`src/verilog/mem_types_pkg.sv`:
```
package mem_types_pkg;

    localparam int PADDR_W  = 32;
    localparam int LINE_W   = 64;
    localparam int MEM_ID_W = 2;

    // One line read, tagged with the requesting entry
    typedef struct packed {
        logic                valid;
        logic [MEM_ID_W-1:0] id;
        logic [PADDR_W-1:0]  addr;
    } t_mem_req_pkt;

    typedef struct packed {
        logic                valid;
        logic [MEM_ID_W-1:0] id;
        logic [LINE_W-1:0]   data;
    } t_mem_rsp_pkt;

    // Wishbone classic, master to slave
    typedef struct packed {
        logic               cyc;
        logic               stb;
        logic               we;
        logic [PADDR_W-1:0] adr;
        logic [LINE_W-1:0]  dat;
    } t_wb_m2s;

    typedef struct packed {
        logic              ack;
        logic [LINE_W-1:0] dat;
    } t_wb_s2m;

endpackage
```
`src/verilog/fillq_pkg.sv`:
```
package fillq_pkg;

    localparam int FLQ_ENTRIES  = 4;
    localparam int FLQ_ID_W     = $clog2(FLQ_ENTRIES);
    // Fill pipe runs mm0 through mm5
    localparam int FILL_MM_LAST = 5;
    localparam int MERGE_CNT_W  = 16;

    typedef logic [FLQ_ID_W-1:0] t_flq_id;

    typedef struct packed {
        logic [mem_types_pkg::PADDR_W-1:0] paddr;
    } t_flq_static;

    typedef struct packed {
        t_flq_id                          id;
        logic [mem_types_pkg::PADDR_W-1:0] addr;
        logic [mem_types_pkg::LINE_W-1:0]  data;
    } t_fill_pipe_req;

    typedef struct packed {
        logic complete;
        logic recycle;
    } t_fill_pipe_action;

    // Rotating priority, ptr has the highest priority
    // Entry count is a power of two so the index wraps on its own
    function automatic t_flq_id rr_pick(
        input logic [FLQ_ENTRIES-1:0] req,
        input t_flq_id                ptr
    );
        t_flq_id pick;
        t_flq_id idx;
        pick = ptr;
        for (int i = FLQ_ENTRIES - 1; i >= 0; i--) begin
            idx = ptr + t_flq_id'(i);
            if (req[idx]) begin
                pick = idx;
            end
        end
        return pick;
    endfunction

endpackage

```
`src/verilog/fillq_top.sv`:
```
`timescale 1ns/10ps

module fillq_top (
    input  logic                              clk,
    input  logic                              reset,
    input  logic                              miss_valid,
    input  logic [mem_types_pkg::PADDR_W-1:0] miss_addr,
    output logic                              miss_ready,
    output mem_types_pkg::t_wb_m2s            wb_m2s,
    input  mem_types_pkg::t_wb_s2m            wb_s2m,
    input  logic                              fill_ready,
    output logic                              fill_valid,
    output logic [mem_types_pkg::PADDR_W-1:0] fill_addr,
    output logic [mem_types_pkg::LINE_W-1:0]  fill_data
);
    import mem_types_pkg::*;
    import fillq_pkg::*;

    logic [FLQ_ENTRIES-1:0]                 e_valid;
    t_flq_static [FLQ_ENTRIES-1:0]          e_static;
    logic [FLQ_ENTRIES-1:0]                 alloc;
    t_flq_static                            alloc_static;
    logic [FLQ_ENTRIES-1:0]                 mem_req;
    t_mem_req_pkt [FLQ_ENTRIES-1:0]         mem_req_pkt;
    logic [FLQ_ENTRIES-1:0]                 mem_gnt;
    t_mem_rsp_pkt                           mem_rsp_pkt;
    logic [FLQ_ENTRIES-1:0]                 pipe_req;
    t_fill_pipe_req [FLQ_ENTRIES-1:0]       pipe_req_pkt;
    logic [FLQ_ENTRIES-1:0]                 pipe_gnt;
    logic                                   pipe_valid_mm5;
    t_fill_pipe_req                         pipe_pkt_mm5;
    t_fill_pipe_action                      pipe_action_mm5;

    fillq_alloc alloc_i (
        .clk          (clk),
        .reset        (reset),
        .miss_valid   (miss_valid),
        .miss_addr    (miss_addr),
        .miss_ready   (miss_ready),
        .e_valid      (e_valid),
        .e_static     (e_static),
        .alloc        (alloc),
        .alloc_static (alloc_static)
    );

    for (genvar i = 0; i < FLQ_ENTRIES; i++) begin : g_entry
        fillq_entry entry_i (
            .clk             (clk),
            .reset           (reset),
            .id              (t_flq_id'(i)),
            .alloc           (alloc[i]),
            .alloc_static    (alloc_static),
            .e_valid         (e_valid[i]),
            .e_static        (e_static[i]),
            .mem_req         (mem_req[i]),
            .mem_req_pkt     (mem_req_pkt[i]),
            .mem_gnt         (mem_gnt[i]),
            .mem_rsp_pkt     (mem_rsp_pkt),
            .pipe_req        (pipe_req[i]),
            .pipe_req_pkt    (pipe_req_pkt[i]),
            .pipe_gnt        (pipe_gnt[i]),
            .pipe_valid_mm5  (pipe_valid_mm5),
            .pipe_pkt_mm5    (pipe_pkt_mm5),
            .pipe_action_mm5 (pipe_action_mm5)
        );
    end

    fillq_mem_arb mem_arb_i (
        .clk         (clk),
        .reset       (reset),
        .mem_req     (mem_req),
        .mem_req_pkt (mem_req_pkt),
        .mem_gnt     (mem_gnt),
        .mem_rsp_pkt (mem_rsp_pkt),
        .wb_m2s      (wb_m2s),
        .wb_s2m      (wb_s2m)
    );

    fillq_fill_pipe fill_pipe_i (
        .clk             (clk),
        .reset           (reset),
        .pipe_req        (pipe_req),
        .pipe_req_pkt    (pipe_req_pkt),
        .pipe_gnt        (pipe_gnt),
        .pipe_valid_mm5  (pipe_valid_mm5),
        .pipe_pkt_mm5    (pipe_pkt_mm5),
        .pipe_action_mm5 (pipe_action_mm5),
        .fill_ready      (fill_ready),
        .fill_valid      (fill_valid),
        .fill_addr       (fill_addr),
        .fill_data       (fill_data)
    );

endmodule

```
`src/verilog/fillq_fill_pipe.sv`:
```
`timescale 1ns/10ps

module fillq_fill_pipe (
    input  logic                                                   clk,
    input  logic                                                   reset,
    input  logic [fillq_pkg::FLQ_ENTRIES-1:0]                      pipe_req,
    input  fillq_pkg::t_fill_pipe_req [fillq_pkg::FLQ_ENTRIES-1:0] pipe_req_pkt,
    output logic [fillq_pkg::FLQ_ENTRIES-1:0]                      pipe_gnt,
    output logic                                                   pipe_valid_mm5,
    output fillq_pkg::t_fill_pipe_req                              pipe_pkt_mm5,
    output fillq_pkg::t_fill_pipe_action                           pipe_action_mm5,
    input  logic                                                   fill_ready,
    output logic                                                   fill_valid,
    output logic [mem_types_pkg::PADDR_W-1:0]                      fill_addr,
    output logic [mem_types_pkg::LINE_W-1:0]                       fill_data
);
    import fillq_pkg::*;

    t_flq_id                rr_ptr;
    t_flq_id                pick_id;
    logic                   valid_mm0;
    t_fill_pipe_req         pkt_mm0;
    logic [FILL_MM_LAST:1]  valid_q;
    t_fill_pipe_req         pkt_q [FILL_MM_LAST:1];
    logic [FLQ_ENTRIES-1:0] in_flight;

    // mm0 is the grant cycle
    assign pick_id   = rr_pick(pipe_req, rr_ptr);
    assign valid_mm0 = |pipe_req;
    assign pkt_mm0   = pipe_req_pkt[pick_id];

    always_comb begin
        pipe_gnt          = '0;
        pipe_gnt[pick_id] = valid_mm0;
    end

    always_ff @(posedge clk) begin
        if (reset) begin
            valid_q <= '0;
            rr_ptr  <= '0;
        end else begin
            valid_q <= {valid_q[FILL_MM_LAST-1:1], valid_mm0};
            if (valid_mm0) begin
                rr_ptr <= pick_id + 1'b1;
            end
        end
    end

    always_ff @(posedge clk) begin
        pkt_q[1] <= pkt_mm0;
        for (int s = 2; s <= FILL_MM_LAST; s++) begin
            pkt_q[s] <= pkt_q[s-1];
        end
    end

    assign pipe_valid_mm5 = valid_q[FILL_MM_LAST];
    assign pipe_pkt_mm5   = pkt_q[FILL_MM_LAST];

    // Cache side back-pressure turns the fill into a recycle
    assign pipe_action_mm5.complete = pipe_valid_mm5 && fill_ready;
    assign pipe_action_mm5.recycle  = pipe_valid_mm5 && !fill_ready;

    assign fill_valid = pipe_action_mm5.complete;
    assign fill_addr  = pipe_pkt_mm5.addr;
    assign fill_data  = pipe_pkt_mm5.data;

    // Entries occupying mm1 through mm5
    always_comb begin
        in_flight = '0;
        for (int s = 1; s <= FILL_MM_LAST; s++) begin
            if (valid_q[s]) begin
                in_flight[pkt_q[s].id] = 1'b1;
            end
        end
    end

    a_one_slot: assert property (@(posedge clk) disable iff (reset)
        (pipe_gnt & in_flight) == '0)
        else $error("fill pipe granted an entry that is already in flight");

endmodule

```
`src/verilog/fillq_mem_arb.sv`:
```
`timescale 1ns/10ps

module fillq_mem_arb (
    input  logic                                                      clk,
    input  logic                                                      reset,
    input  logic [fillq_pkg::FLQ_ENTRIES-1:0]                         mem_req,
    input  mem_types_pkg::t_mem_req_pkt [fillq_pkg::FLQ_ENTRIES-1:0]  mem_req_pkt,
    output logic [fillq_pkg::FLQ_ENTRIES-1:0]                         mem_gnt,
    output mem_types_pkg::t_mem_rsp_pkt                               mem_rsp_pkt,
    output mem_types_pkg::t_wb_m2s                                    wb_m2s,
    input  mem_types_pkg::t_wb_s2m                                    wb_s2m
);
    import mem_types_pkg::*;
    import fillq_pkg::*;

    t_flq_id            rr_ptr;
    t_flq_id            pick_id;
    logic               grant;
    logic               bus_busy;
    logic               bus_ack;
    t_flq_id            cur_id;
    logic [PADDR_W-1:0] cur_adr;
    logic               rsp_valid;
    t_flq_id            rsp_id;
    logic [LINE_W-1:0]  rsp_data;

    assign pick_id = rr_pick(mem_req, rr_ptr);
    // New bus cycle only once the previous one has fully dropped
    assign grant   = !bus_busy && (|mem_req);
    assign bus_ack = bus_busy && wb_s2m.ack;

    always_comb begin
        mem_gnt          = '0;
        mem_gnt[pick_id] = grant;
    end

    always_ff @(posedge clk) begin
        if (reset) begin
            bus_busy  <= 1'b0;
            rr_ptr    <= '0;
            rsp_valid <= 1'b0;
        end else begin
            rsp_valid <= bus_ack;
            if (grant) begin
                bus_busy <= 1'b1;
                rr_ptr   <= pick_id + 1'b1;
            end else if (bus_ack) begin
                bus_busy <= 1'b0;
            end
        end
    end

    // Id and address held through the bus cycle
    always_ff @(posedge clk) begin
        if (grant) begin
            cur_id  <= pick_id;
            cur_adr <= mem_req_pkt[pick_id].addr;
        end
        if (bus_ack) begin
            rsp_id   <= cur_id;
            rsp_data <= wb_s2m.dat;
        end
    end

    always_comb begin
        wb_m2s.cyc = bus_busy;
        wb_m2s.stb = bus_busy;
        wb_m2s.we  = 1'b0;
        wb_m2s.adr = cur_adr;
        wb_m2s.dat = '0;
    end

    assign mem_rsp_pkt.valid = rsp_valid;
    assign mem_rsp_pkt.id    = rsp_id;
    assign mem_rsp_pkt.data  = rsp_data;

    a_wb_hold: assert property (@(posedge clk) disable iff (reset)
        wb_m2s.stb && !wb_s2m.ack |=> wb_m2s.stb && $stable(wb_m2s.adr))
        else $error("wishbone stb or adr changed before ack");

endmodule

```
`src/verilog/fillq_alloc.sv`:
```
`timescale 1ns/10ps

module fillq_alloc (
    input  logic                                                clk,
    input  logic                                                reset,
    input  logic                                                miss_valid,
    input  logic [mem_types_pkg::PADDR_W-1:0]                   miss_addr,
    output logic                                                miss_ready,
    input  logic [fillq_pkg::FLQ_ENTRIES-1:0]                   e_valid,
    input  fillq_pkg::t_flq_static [fillq_pkg::FLQ_ENTRIES-1:0] e_static,
    output logic [fillq_pkg::FLQ_ENTRIES-1:0]                   alloc,
    output fillq_pkg::t_flq_static                              alloc_static
);
    import fillq_pkg::*;

    logic [FLQ_ENTRIES-1:0] line_hit;
    logic [FLQ_ENTRIES-1:0] free;
    logic [FLQ_ENTRIES-1:0] first_free;
    logic                   merge;
    logic [MERGE_CNT_W-1:0] merge_cnt;
    logic                   dup_line;

    always_comb begin
        for (int i = 0; i < FLQ_ENTRIES; i++) begin
            line_hit[i] = e_valid[i] && (e_static[i].paddr == miss_addr);
        end
    end

    assign free       = ~e_valid;
    // Isolate the lowest set bit
    assign first_free = free & (~free + 1'b1);

    assign merge      = miss_valid && (|line_hit);
    assign miss_ready = (|line_hit) || (|free);

    assign alloc              = (miss_valid && !merge) ? first_free : '0;
    assign alloc_static.paddr = miss_addr;

    // Saturating count of merged misses for debug
    always_ff @(posedge clk) begin
        if (reset) begin
            merge_cnt <= '0;
        end else if (merge && (merge_cnt != '1)) begin
            merge_cnt <= merge_cnt + 1'b1;
        end
    end

    always_comb begin
        dup_line = 1'b0;
        for (int i = 0; i < FLQ_ENTRIES; i++) begin
            for (int j = i + 1; j < FLQ_ENTRIES; j++) begin
                if (e_valid[i] && e_valid[j] && (e_static[i].paddr == e_static[j].paddr)) begin
                    dup_line = 1'b1;
                end
            end
        end
    end

    // Merging keeps every live line in one entry only
    a_line_unique: assert property (@(posedge clk) disable iff (reset) !dup_line)
        else $error("two live fill queue entries hold the same line");

endmodule

```
`src/verilog/fillq_entry.sv`:
```
`timescale 1ns/10ps

module fillq_entry (
    input  logic                         clk,
    input  logic                         reset,
    input  fillq_pkg::t_flq_id           id,
    input  logic                         alloc,
    input  fillq_pkg::t_flq_static       alloc_static,
    output logic                         e_valid,
    output fillq_pkg::t_flq_static       e_static,
    output logic                         mem_req,
    output mem_types_pkg::t_mem_req_pkt  mem_req_pkt,
    input  logic                         mem_gnt,
    input  mem_types_pkg::t_mem_rsp_pkt  mem_rsp_pkt,
    output logic                         pipe_req,
    output fillq_pkg::t_fill_pipe_req    pipe_req_pkt,
    input  logic                         pipe_gnt,
    input  logic                         pipe_valid_mm5,
    input  fillq_pkg::t_fill_pipe_req    pipe_pkt_mm5,
    input  fillq_pkg::t_fill_pipe_action pipe_action_mm5
);
    import mem_types_pkg::*;

    typedef enum logic [2:0] {
        ST_IDLE,
        ST_REQ_MEM,
        ST_WAIT_MEM,
        ST_REQ_PIPE,
        ST_WAIT_PIPE,
        ST_WAIT
    } t_state;

    t_state            state;
    t_state            state_nxt;
    logic              rsp_hit;
    logic              mm5_hit;
    logic [LINE_W-1:0] line_data;

    assign rsp_hit = mem_rsp_pkt.valid && (mem_rsp_pkt.id == id);
    assign mm5_hit = pipe_valid_mm5 && (pipe_pkt_mm5.id == id);

    always_comb begin
        state_nxt = state;
        unique case (state)
            ST_IDLE:      if (alloc) state_nxt = ST_REQ_MEM;
            ST_REQ_MEM:   if (mem_gnt) state_nxt = ST_WAIT_MEM;
            ST_WAIT_MEM:  if (rsp_hit) state_nxt = ST_REQ_PIPE;
            ST_REQ_PIPE:  if (pipe_gnt) state_nxt = ST_WAIT_PIPE;
            ST_WAIT_PIPE: begin
                if (mm5_hit && pipe_action_mm5.complete) begin
                    state_nxt = ST_IDLE;
                end else if (mm5_hit && pipe_action_mm5.recycle) begin
                    state_nxt = ST_WAIT;
                end
            end
            // Back off one cycle before asking the pipe again
            ST_WAIT:      state_nxt = ST_REQ_PIPE;
            default:      state_nxt = ST_IDLE;
        endcase
    end

    always_ff @(posedge clk) begin
        if (reset) begin
            state <= ST_IDLE;
        end else begin
            state <= state_nxt;
        end
    end

    always_ff @(posedge clk) begin
        if (alloc) begin
            e_static <= alloc_static;
        end
        if (rsp_hit) begin
            line_data <= mem_rsp_pkt.data;
        end
    end

    assign e_valid  = (state != ST_IDLE);
    assign mem_req  = (state == ST_REQ_MEM);
    assign pipe_req = (state == ST_REQ_PIPE);

    assign mem_req_pkt.valid = mem_req;
    assign mem_req_pkt.id    = id;
    assign mem_req_pkt.addr  = e_static.paddr;

    assign pipe_req_pkt.id   = id;
    assign pipe_req_pkt.addr = e_static.paddr;
    assign pipe_req_pkt.data = line_data;

    a_alloc_idle: assert property (@(posedge clk) disable iff (reset) alloc |-> !e_valid)
        else $error("fill queue entry %0d allocated while live", id);

    // A tagged response only ever lands on an entry that is waiting for it
    a_rsp_expected: assert property (@(posedge clk) disable iff (reset)
        rsp_hit |-> state == ST_WAIT_MEM)
        else $error("fill queue entry %0d got an unexpected response", id);

endmodule

```
`config.mk`:
```
export PLATFORM = sky130hd
export DESIGN_NAME = fillq_top
export DESIGN_NICKNAME = d
export VERILOG_FILES = /design/src/verilog/mem_types_pkg.sv /design/src/verilog/fillq_pkg.sv /design/src/verilog/fillq_top.sv /design/src/verilog/fillq_fill_pipe.sv /design/src/verilog/fillq_mem_arb.sv /design/src/verilog/fillq_alloc.sv /design/src/verilog/fillq_entry.sv
export SDC_FILE = /design/constraint.sdc
export NUM_CORES = 1
export LEC_CHECK = 0
export ABC_AREA = 1
export BUFFER_PORTS_ARGS = -buffer_cell sky130_fd_sc_hd__buf_2
export CORE_MARGIN = 3
export CORE_UTILIZATION = 60
export CTS_CLUSTER_DIAMETER = 40
export DETAILED_ROUTE_END_ITERATION = 10
export PLACE_DENSITY = 0.8
export SKIP_CTS_REPAIR_TIMING = 1
export SLEW_MARGIN = 20
export SYNTH_ARGS = -nofsm -noshare
export SYNTH_HDL_FRONTEND = slang
export SYNTH_SLANG_ARGS = --single-unit
export TNS_END_PERCENT = 5
```
`constraint.sdc`:
```
create_clock -name clk -period 8 [get_ports clk]
set_input_delay 1.6 -clock clk [delete_from_list [all_inputs] [get_ports clk]]
set_output_delay 1.6 -clock clk [all_outputs]
set_load 0.005 [all_outputs]
```
==> flow_summary.ini <==
[synthesis]
yosys_top_cell_area_share = 0.439
yosys-top-cells-count = nand2_1, dfxtp_1, edfxtp_1
ys_async_sr_fraction = 0
ys_top_cells_by_area = edfxtp_1, dfxtp_1, nand2_1
synthesis.area_sq_um = 33100
synth_most_common_cell = nand2_1
synth_top_cell_by_area = edfxtp_1
syn-instance-count = 2601
synth-main-ff-cell = dfxtp_1
avgSynthCellArea_sq_um = 12.7
edff_count_synth = 484
ys_seq_area_frac = 0.749
ys_types = 36
synth.ff_latch_count = 997
ys.warnings.count = 0

[setup_path]
timing.setup.critical_path_class = input pin to output pin
critical_path_arrival_ns = 3.24
cp-end-kind = output pin
worst_path_fanout_max = 9
worst_ep_required_time_ns = 6.40
sort_of_element_at_the_start_of_the_critical_path = input pin

[placement]
dp_hpwl_mm = 37.4
port-buffer-count = 232
finalWeightedCongestion = 0.872

[sta]
setup_viol = 0
final-max-slew-violation-count = 0
final_period_minus_worst_setup_slack_ns = 4.84
fin_setup_tns_ns = 0
final_hold_viol_count = 0
worst_pin_slew_ns = 1.09
max_freq_mhz = 206
grt_setup_unrepaired = no
final.setup_skew_ns = 0.0257
max-slew-margin-rel = 0.272
timing.final.crit_share = 0.605

[clocking]
cts_tree = built
library_cell_used_as_clock_root_buffer = clkbuf_16
cts.sink_count = 997
tritoncts.num_buffers = 108
ctsLongestPathBuffers = 3
cts.reportedPaths.clkPinSlew_ns = 0.06
htree_num_levels = 3
worst_skew_pair.late_latency_ns = 0.67

[detailed_routing]
drt_first_pass_iters = 6
postRouteAntennaNets = 0
num_vias = 19200
post_drt_via_cell_ratio = 5.39
route.detailed.drc = 0
aggregate_routed_wire_length_mm = 67.7
dr.first_iter.drc_count = 1657
detail_route.wl_per_cell_microns = 19.0

[die]
die_area_sq_um = 58000
io_pins = 298
fp.coreArea_sq_um = 54200
die_w_microns = 241
initial_core_utilization = 0.611
row_count = 85
die_h_microns = 241

[grt]
grt_pass1_vias = 19100
number_of_antenna_violations_at_the_first_check_in_global_routing = 8
grt_use_total = 0.229
grt_pass1_wl_mm = 102
maximum_number_of_pins_on_one_net_before_global_route_repair = 107
global_route.overflow_total = 0

[pwr]
leakage_nw = 15.3
worst_ir_drop_vdd_mv = 0.526
cell_area_power_density_nw_per_um2 = 483

[min_path]
hold_path_class = register to register

[layout]
layout-drive-gt1-share = 0.163
layout.nets = 2859
fillerInstances = 3434
areaGrowthSynthToFinish_pct = 13.9
post-route-util = 0.695

[run_status]
status = complete, no violations

[job]
max-cap-violations = 0
per-stage QoR:
| stage | area (sq um) | power, mW | setup WS [ns] | hold WS, ns | cells |
|---|---|---|---|---|---|
| after floorplan | 33400 | 11.7 | 2.77 | 0.310 | 2665 |
| after global placement | 33800 | 12.8 | 3.26 | 0.310 | 3343 |
| after detailed placement | 33800 | 13.1 | 3.25 | 0.312 | 3343 |
| after CTS | 37700 | 18.3 | 3.25 | 0.317 | 3549 |
| after global routing | 37700 | 19.2 | 3.11 | 0.318 | 3554 |
| final | 37700 | 18.2 | 3.16 | 0.309 | 3556 |
layout by cell type, fill, tap and decap left out, drive strengths merged:
cell	count
and2	1
conb	65
o2111ai	1
mux2i	1
a31oi	6
inv	189
diode	6
nand4	20
xnor2	80
bufinv	3
edfxtp	484
a21oi	8
nor4	1
o21bai	1
nor2	89
clkinv	36
nand3	243
o211ai	33
clkinvlp	3
o21ai	41
or2	2
nand2	521
xor2	36
clkbuf	148
dfxtp	513
buf	249
o221ai	64
nor3	16
critical path, stage by stage:
cell     delay, ns
buf_2         0.19
inv_1         0.09
nand2_1       0.06
nand2_1       0.07
nor3_1        0.26
nand2_1       0.15
nor2_1        0.27
nand3_1       0.11
nand2_1       0.08
nor2_1        0.12
nand3_1       0.12
buf_2         0.13
worst paths after layout:
kind | start | end | slack, ns | depth (start not counted)
worst max-delay path | miss_addr[16] | miss_ready | 3.16 | 12
worst min-delay path | fill_pipe_i.pkt_q[0][301] | fill_pipe_i.pkt_q[0][399] | 0.31 | 0
worst max register to register | fill_pipe_i.rr_ptr[0] | g_entry[3].entry_i.state[2] | 3.92 | 14
worst min register to register | fill_pipe_i.pkt_q[0][301] | fill_pipe_i.pkt_q[0][399] | 0.31 | 0
metal layers:
metal	vias to the layer above	part of all wire	GRT usage
met3	176	0.078	0.0437
met4	4	0.034	0.102
met5	-	0.00031	0
met1	9217	0.40	0.296
li1	8879	-	-
met2	900	0.49	0.380
logic make-up after synthesis:
| family | share of synthesized area |
|---|---|
| other cells | 0.000113 |
| buf+inv | 0.0721 |
| flops | 0.749 |
| compound gates | 0.0336 |
| simple gates | 0.114 |
| xor+xnor | 0.0307 |
| mux | 0.000302 |
where the power goes:
group / switching [mW] / internal (mW)
sequential: 0.572 / 7.26
combinational: 3.78 / 1.54
clock: 2.09 / 2.97
total: 6.45 / 11.8
layout make-up:
type	count	area, sq um	area share
antenna	6	15.0	0.000398
clock buffer	148	3190	0.0845
clock inverter	58	651	0.0172
inverter	173	656	0.0174
multi-input combinational	1229	6220	0.165
sequential	997	24800	0.658
tap	696	871	0.0231
timing repair buffer	249	1320	0.0349
sequential cells by signal (all words and copies together), names as in the netlist:
name	cells
fill_pipe_i.pkt_q	490
g_entry.entry_i.line_data	256
g_entry.entry_i.e_static	128
mem_arb_i.rsp_data	64
mem_arb_i.cur_adr	32
g_entry.entry_i.state	12
fill_pipe_i.valid_q	5
fill_pipe_i.rr_ptr	2
mem_arb_i.cur_id	2
mem_arb_i.rr_ptr	2
mem_arb_i.rsp_id	2
mem_arb_i.bus_busy	1
mem_arb_i.rsp_valid	1
Power figures use the tool's default switching activity.
